<file path="config.mk">
export PLATFORM = sky130hd
export DESIGN_NAME = fight_match_top
export DESIGN_NICKNAME = d
export VERILOG_FILES = /design/src/hw/fight_pkg.sv /design/src/hw/second_tick.sv /design/src/hw/round_timer.sv /design/src/hw/match_fsm.sv /design/src/hw/hex_text.sv /design/src/hw/fight_match_top.sv
export VERILOG_INCLUDE_DIRS = /design/src /design/src/hw
export SDC_FILE = /design/constraint.sdc
export NUM_CORES = 1
export LEC_CHECK = 0
export ABC_AREA = 1
export BUFFER_PORTS_ARGS = -buffer_cell sky130_fd_sc_hd__buf_2
export CAP_MARGIN = 20
export CORE_ASPECT_RATIO = 1.1
export CORE_MARGIN = 8
export CORE_UTILIZATION = 49
export CTS_CLUSTER_SIZE = 40
export DETAILED_ROUTE_END_ITERATION = 12
export PLACE_DENSITY = 0.85
export SLEW_MARGIN = 5
export SYNTH_ARGS = -nofsm -noshare
export SYNTH_HDL_FRONTEND = slang
export SYNTH_SLANG_ARGS = --single-unit
</file>
<file path="constraint.sdc">
create_clock -name clk -period 3.9 [get_ports clk]
set_input_delay 0.39 -clock clk [delete_from_list [all_inputs] [get_ports clk]]
set_output_delay 0.39 -clock clk [all_outputs]
set_load 0.02 [all_outputs]
</file>
<file path="src/hw/fight_params.svh">
`ifndef FIGHT_PARAMS_SVH
`define FIGHT_PARAMS_SVH

// Board clock runs at 60 Hz
`define FIGHT_TICK_DIV 60

// Seconds counter width
`define FIGHT_TIMER_W 7

// Countdown ends when the timer shows this value
`define FIGHT_COUNTDOWN_SECS 4

// Width of each player's health level
`define FIGHT_HEALTH_W 3

`endif

</file>
<file path="src/hw/fight_pkg.sv">
`include "fight_params.svh"

package fight_pkg;

  typedef enum logic [2:0] {
    idle      = 3'd0,
    countdown = 3'd1,
    fight     = 3'd2,
    p1_win    = 3'd3,
    p2_win    = 3'd4,
    draw      = 3'd5
  } game_state_e;

  typedef enum logic [2:0] {
    msg_1p     = 3'd0,
    msg_2p     = 3'd1,
    msg_count  = 3'd2,
    msg_fight  = 3'd3,
    msg_p1_win = 3'd4,
    msg_p2_win = 3'd5,
    msg_draw   = 3'd6
  } hex_msg_e;

  typedef enum logic [1:0] {
    timer_hold  = 2'b00,
    timer_count = 2'b01,
    timer_clear = 2'b11
  } timer_op_e;

  typedef struct packed {
    logic [`FIGHT_HEALTH_W-1:0] health1;
    logic [`FIGHT_HEALTH_W-1:0] health2;
  } player_health_t;

  // Active-low segments, bit order gfedcba
  typedef struct packed {
    logic [6:0] hex5;
    logic [6:0] hex4;
    logic [6:0] hex3;
    logic [6:0] hex2;
    logic [6:0] hex1;
    logic [6:0] hex0;
  } hex_digits_t;

endpackage

</file>
<file path="src/hw/second_tick.sv">
`timescale 1ns/1ps
`include "fight_params.svh"

module second_tick (
  input  logic clk,
  input  logic reset,
  output logic tick
);

  localparam int DIV   = `FIGHT_TICK_DIV;
  localparam int CNT_W = $clog2(DIV);

  logic [CNT_W-1:0] cnt;

  assign tick = (cnt == CNT_W'(DIV - 1)); // High on the wrap cycle

  always_ff @(posedge clk or posedge reset) begin
    if (reset) begin
      cnt <= '0;
    end else if (tick) begin
      cnt <= '0;
    end else begin
      cnt <= cnt + 1'b1;
    end
  end

  // A tick is a single-cycle strobe
  a_tick_single: assert property (@(posedge clk) disable iff (reset) tick |=> !tick);

endmodule

</file>
<file path="src/hw/round_timer.sv">
`timescale 1ns/1ps
`include "fight_params.svh"

module round_timer
  import fight_pkg::*;
(
  input  logic                      clk,
  input  logic                      reset,
  input  logic                      tick,
  input  timer_op_e                 timer_op,
  output logic [`FIGHT_TIMER_W-1:0] game_duration
);

  always_ff @(posedge clk or posedge reset) begin
    if (reset) begin
      game_duration <= '0;
    end else begin
      case (timer_op)
        timer_clear: game_duration <= '0;
        timer_count: begin
          if (tick) begin
            game_duration <= game_duration + 1'b1; // Wraps at full width
          end
        end
        default: game_duration <= game_duration; // Frozen on a result
      endcase
    end
  end

  // A held timer keeps its value across the next edge
  a_hold_stable: assert property (
    @(posedge clk) disable iff (reset)
    timer_op == timer_hold |=> $stable(game_duration)
  );

endmodule

</file>
<file path="src/hw/match_fsm.sv">
`timescale 1ns/1ps
`include "fight_params.svh"

module match_fsm
  import fight_pkg::*;
(
  input  logic                      clk,
  input  logic                      reset,
  input  logic [3:0]                key,
  input  logic                      single_player,
  input  player_health_t            health,
  input  logic [`FIGHT_TIMER_W-1:0] game_duration,
  output game_state_e               game_state,
  output timer_op_e                 timer_op,
  output logic                      player_reset,
  output hex_msg_e                  hex_msg
);

  game_state_e next_state;
  logic        start_req;
  logic        p1_alive;
  logic        p2_alive;

  assign start_req = ~&key[3:1]; // Any of key[3:1] pressed
  assign p1_alive  = |health.health1;
  assign p2_alive  = |health.health2;

  always_comb begin
    next_state   = game_state;
    player_reset = 1'b1;
    hex_msg      = single_player ? msg_1p : msg_2p;
    case (game_state)
      idle: begin
        if (start_req) begin
          next_state = countdown;
        end
      end
      countdown: begin
        hex_msg = msg_count;
        if (game_duration == `FIGHT_TIMER_W'(`FIGHT_COUNTDOWN_SECS)) begin
          next_state = fight;
        end
      end
      fight: begin
        hex_msg      = msg_fight;
        player_reset = 1'b0; // Players active only here
        if (!p1_alive && p2_alive) begin
          next_state = p2_win;
        end else if (p1_alive && !p2_alive) begin
          next_state = p1_win;
        end else if (!p1_alive && !p2_alive) begin
          next_state = draw;
        end
      end
      p1_win, p2_win, draw: begin
        case (game_state)
          p1_win:  hex_msg = msg_p1_win;
          p2_win:  hex_msg = msg_p2_win;
          default: hex_msg = msg_draw;
        endcase
        player_reset = start_req; // Reset follows the key press
        if (start_req) begin
          next_state = idle;
        end
      end
      default: next_state = idle;
    endcase
  end

  always_ff @(posedge clk or posedge reset) begin
    if (reset) begin
      game_state <= idle;
      timer_op   <= timer_clear;
    end else begin
      game_state <= next_state;
      if (next_state != game_state) begin
        case (next_state)
          countdown, fight:     timer_op <= timer_clear; // Fresh count per phase
          p1_win, p2_win, draw: timer_op <= timer_hold;
          default:              timer_op <= timer_clear;
        endcase
      end else begin
        case (game_state)
          countdown, fight:     timer_op <= timer_count;
          p1_win, p2_win, draw: timer_op <= timer_hold;
          default:              timer_op <= timer_clear;
        endcase
      end
    end
  end

  a_state_legal: assert property (
    @(posedge clk) disable iff (reset)
    game_state inside {idle, countdown, fight, p1_win, p2_win, draw}
  );

  // Fight is only reachable through the countdown
  a_fight_entry: assert property (
    @(posedge clk) disable iff (reset)
    $changed(game_state) && game_state == fight |-> $past(game_state) == countdown
  );

endmodule

</file>
<file path="src/hw/hex_text.sv">
`timescale 1ns/1ps
`include "fight_params.svh"

module hex_text
  import fight_pkg::*;
(
  input  hex_msg_e                  hex_msg,
  input  logic [`FIGHT_TIMER_W-1:0] game_duration,
  output hex_digits_t               hex
);

  // Letter font, active low gfedcba
  localparam logic [6:0] SEG_BLANK = 7'b1111111;
  localparam logic [6:0] SEG_P     = 7'b0001100;
  localparam logic [6:0] SEG_F     = 7'b0001110;
  localparam logic [6:0] SEG_I     = 7'b1001111; // Left bar
  localparam logic [6:0] SEG_G     = 7'b1000010;
  localparam logic [6:0] SEG_H     = 7'b0001001;
  localparam logic [6:0] SEG_W     = 7'b1000001; // Wide U shape
  localparam logic [6:0] SEG_N     = 7'b0101011;
  localparam logic [6:0] SEG_D     = 7'b0100001;
  localparam logic [6:0] SEG_R     = 7'b0101111;
  localparam logic [6:0] SEG_A     = 7'b0001000;

  logic [`FIGHT_TIMER_W-1:0] dur_mod;
  logic [3:0]                tens;
  logic [3:0]                ones;

  function automatic logic [6:0] seg_digit(input logic [3:0] d);
    case (d)
      4'd0:    seg_digit = 7'b1000000;
      4'd1:    seg_digit = 7'b1111001;
      4'd2:    seg_digit = 7'b0100100;
      4'd3:    seg_digit = 7'b0110000;
      4'd4:    seg_digit = 7'b0011001;
      4'd5:    seg_digit = 7'b0010010;
      4'd6:    seg_digit = 7'b0000010;
      4'd7:    seg_digit = 7'b1111000;
      4'd8:    seg_digit = 7'b0000000;
      4'd9:    seg_digit = 7'b0010000;
      default: seg_digit = SEG_BLANK;
    endcase
  endfunction

  assign dur_mod = game_duration % `FIGHT_TIMER_W'(100); // Two digits only
  assign tens    = 4'(dur_mod / 10);
  assign ones    = 4'(dur_mod % 10);

  always_comb begin
    hex = {6{SEG_BLANK}};
    case (hex_msg)
      msg_1p, msg_2p: begin
        hex.hex1 = seg_digit((hex_msg == msg_1p) ? 4'd1 : 4'd2);
        hex.hex0 = SEG_P;
      end
      msg_count: begin
        hex.hex1 = seg_digit(tens);
        hex.hex0 = seg_digit(ones);
      end
      msg_fight: begin
        hex.hex5 = SEG_F;
        hex.hex4 = SEG_I;
        hex.hex3 = SEG_G;
        hex.hex2 = SEG_H;
        hex.hex1 = seg_digit(tens);
        hex.hex0 = seg_digit(ones);
      end
      msg_p1_win, msg_p2_win: begin
        hex.hex5 = SEG_P;
        hex.hex4 = seg_digit((hex_msg == msg_p1_win) ? 4'd1 : 4'd2);
        hex.hex2 = SEG_W;
        hex.hex1 = SEG_I;
        hex.hex0 = SEG_N;
      end
      msg_draw: begin
        hex.hex5 = SEG_D;
        hex.hex4 = SEG_R;
        hex.hex3 = SEG_A;
        hex.hex2 = SEG_W;
      end
      default: hex = {6{SEG_BLANK}};
    endcase
  end

endmodule

</file>
<file path="src/hw/fight_match_top.sv">
`timescale 1ns/1ps
`include "fight_params.svh"

module fight_match_top
  import fight_pkg::*;
(
  input  logic                      clk,
  input  logic                      reset,
  input  logic [3:0]                key,     // Active low
  input  logic [9:0]                sw,
  input  player_health_t            health,
  output hex_digits_t               hex,
  output logic                      player_reset,
  output game_state_e               game_state,
  output logic [`FIGHT_TIMER_W-1:0] game_duration
);

  logic      tick;
  timer_op_e timer_op;
  hex_msg_e  hex_msg;

  second_tick u_second_tick (
    .clk   (clk),
    .reset (reset),
    .tick  (tick)
  );

  round_timer u_round_timer (
    .clk           (clk),
    .reset         (reset),
    .tick          (tick),
    .timer_op      (timer_op),
    .game_duration (game_duration)
  );

  match_fsm u_match_fsm (
    .clk           (clk),
    .reset         (reset),
    .key           (key),
    .single_player (sw[0]), // Mode switch
    .health        (health),
    .game_duration (game_duration),
    .game_state    (game_state),
    .timer_op      (timer_op),
    .player_reset  (player_reset),
    .hex_msg       (hex_msg)
  );

  hex_text u_hex_text (
    .hex_msg       (hex_msg),
    .game_duration (game_duration),
    .hex           (hex)
  );

endmodule

</file>
==> results.toml <==
[status]
status = "completed"

[worst_setup_path]
r2r_start = "u_round_timer.game_duration[1]"
required_ns = 3.51
regToRegEndpoint = "u_match_fsm.timer_op[1]"
worst-path-max-fanout = 6
reg2reg_depth = 10
cp.buffers_inverters = 5
regToRegSetupSlack_ns = 1.43
crit_path_end_kind = "output pin"
max_stage_delay_ns = 0.43
critPathSlowestCell = "dfrtp_1"
crit_path_start_kind = "flop"
setup.worst_path.class = "reg2out"
crit_arrival_ns = 3.49
critPathTopFamily = "simple AND/OR/NAND/NOR gates"
crit_path_frequent_cell = "nand2_4"

[global_route]
grt-ovfl-total = 0
track_usage_pct = 15.3
antenna_found_initial = 0
grt_pass1_vias = 2157
grt_max_degree = 19
grt_pass1_wl_um = 8890

[pwr]
clkPwrFrac_pct = 24.9
total_power_uw = 595
sw_frac_of_total_pct = 38.5
pwr-share-comb_pct = 40.1
power.internal_uw = 366
switching_power_uw = 229
power_density_nw_per_um2 = 209
pwr-share-seq_pct = 35.0
ir_drop_mv = 0.306
p_leak_nw = 1.62

[synth]
synth_simple_gate_area_share_pct = 38.8
synth_cells = 337
synth_seq_cells = 18
synth_top_family_by_area = "simple AND/OR/NAND/NOR gates"
syn_nets = 376
synth-compound-area-share_pct = 11.8
ys_seq_area_share_pct = 21.2
synth_fa_ha_area_share_pct = 9.97
synth_area_leaders = "dfrtp_1 19%, nand2_1 15%, ha_1 10%"
synth_top_area_cell = "dfrtp_1"
synth_area_um2 = 2130
synth_top_area_share_pct = 18.8
yosys_warnings = 0
syn_avg_cell_area_um2 = 6.33
synth_xor_xnor_area_share_pct = 1.58
synthMuxAreaShare_pct = 0
synth.distinct_cells = 37

[timing]
setup_viol = 0
finalHoldViolCount = 0
rsz0062_at_grt = "true"
timing.final.ws_setup_ns = 0.0175
setup_tns_ns = 0
slew_violations = 0
post-route-min-period_ns = 3.88
clock_skew_ns = 0.00275
max_freq_ghz = 0.258
worst_pin_slew_ns = 0.729
maxSlewHeadroom_pct = 51.2
finalCritPeriodShare_pct = 99.6

[hold_path]
hold_path.class = "in2async"

[routing]
routed_wl_um = 5750
drtIter0Drc = 144
vias = 2367
vias_per_cell = 5.05
top_layer_used = "met4"
post_drt_wl_per_cell_um = 12.3
drt-met1-wl_um = 2290
dr.pass1.iters = 5
routed-wl-met3_um = 208
drc = 0
route.met2.wl_um = 3140
ant_nets = 0

[cts]
clk_pin_slew_ns = 0.06
holdBufCountCts = 0
cts_num_sinks = 18
insertion_delay_ns = 0.25
cts_buffers = 3
cts_root_buf = "clkbuf_8"
tritoncts = "built"
htreeDepth = 1
cts_max_path_buffers = 2

[finish]
final_area_um2 = 2850
area_growth_syn_to_layout_pct = 33.7
stdcell_count = 469
num-nets-final = 455
mostFrequentLayoutCell = "nand2_1"
diodes = 0
final_cell_mix = "73 x nand2_1, 56 x buf_2, 48 x inv_1"
drive_gt1_share_pct = 36.9

[floorplan]
io_pins = 75
rows = 25
start_util_pct = 50.1
die_h_um = 85.2
coreArea_um2 = 4250
die_w_um = 78.9
dieArea_um2 = 6720

[placement]
dp_hpwl_um = 4270
gp_congestion = 0.834
place_area_um2 = 2470
place_inst = 447
place_worst_setup_slack_ns = 0.123
port_buffers = 63

[flow_run]
maxCapViolations = 0
flip-flops by register name (all words and copies together) (netlist names):
signal                       flops
u_match_fsm.game_state           3
u_second_tick.cnt                6
u_match_fsm.timer_op             2
u_round_timer.game_duration      7
power by group through the flow:
stage                     combinational, mW  clock (mW)  sequential [mW]
after floorplan                       0.156           0            0.215
after global placement                0.224           0            0.211
after detailed placement              0.228           0            0.211
after CTS                             0.228       0.152            0.208
after global routing                  0.263       0.162            0.209
final                                 0.238       0.148            0.208
what timing repair did:
action,in CTS,in global routing
setup buffers,4,14
pin swaps,2,29
gates resized for setup,3,55
setup endpoints to repair,5,14
cell type report:
class	count	area, µm²
Multi-Input combinational cell	239	1480
Fill cell	371	1400
Inverter	66	253
Sequential cell	18	453
Timing Repair Buffer	88	543
Tap cell	54	67.6
Clock buffer	4	55.1
metrics by stage:
step	util [%]	hold slack (ns)
floorplan	-	0.327
detailed placement	58.0	0.455
global placement	58.0	0.443
finish	67.0	0.217
CTS	60.2	0.242
global route	67.0	0.283
per-layer routing:
metal	vias up	global-route usage, %
met3	16	2.11
met1	1078	15.9
met4	0	5.56
met5	-	0
met2	67	29.7
li1	1206	-
how the worst max path moves through the flow:
stage	from	endpoint	slack [ns]	cells after the start
floorplan	u_round_timer.game_duration[5]	hex[8]	0.20	25
global placement	u_round_timer.game_duration[3]	hex[0]	0.21	29
detailed placement	u_round_timer.game_duration[3]	hex[0]	0.12	29
CTS	u_round_timer.game_duration[2]	hex[0]	0.004	30
global route	u_round_timer.game_duration[3]	hex[0]	-0.26	30
finish	u_round_timer.game_duration[3]	hex[0]	0.02	28
cell usage after synthesis, drive strengths merged:
cell type	instances
nand4	5
a31oi	1
a21o	1
a21oi	10
clkinv	1
o21ai	19
nand3b	3
xnor2	1
nand2	98
nor4	1
o211ai	3
ha	17
buf	14
conb	1
nor2	32
nor3	11
a221oi	1
o21a	1
o2111ai	1
inv	65
o21bai	1
xor2	2
nand3	26
dfrtp	16
a32oi	1
o221ai	1
dfstp	2
o31ai	2
worst register-to-register path: cells and delay by family, from the launching register on:
kind            cells  cell delay, ns
buf+inv             1            0.28
simple gates        4            0.66
flops               1            0.49
fa+ha+maj           1            0.22
compound gates      4            0.73
logic make-up after synthesis:
family / after synthesis
DFF: 18
and+or+nand+nor: 176
buffers and inverters: 80
other: 1
adders and majority gates: 17
AOI/OAI and AO/OA: 42
xor gates and xnor gates: 3
Power figures use the tool's default switching activity.
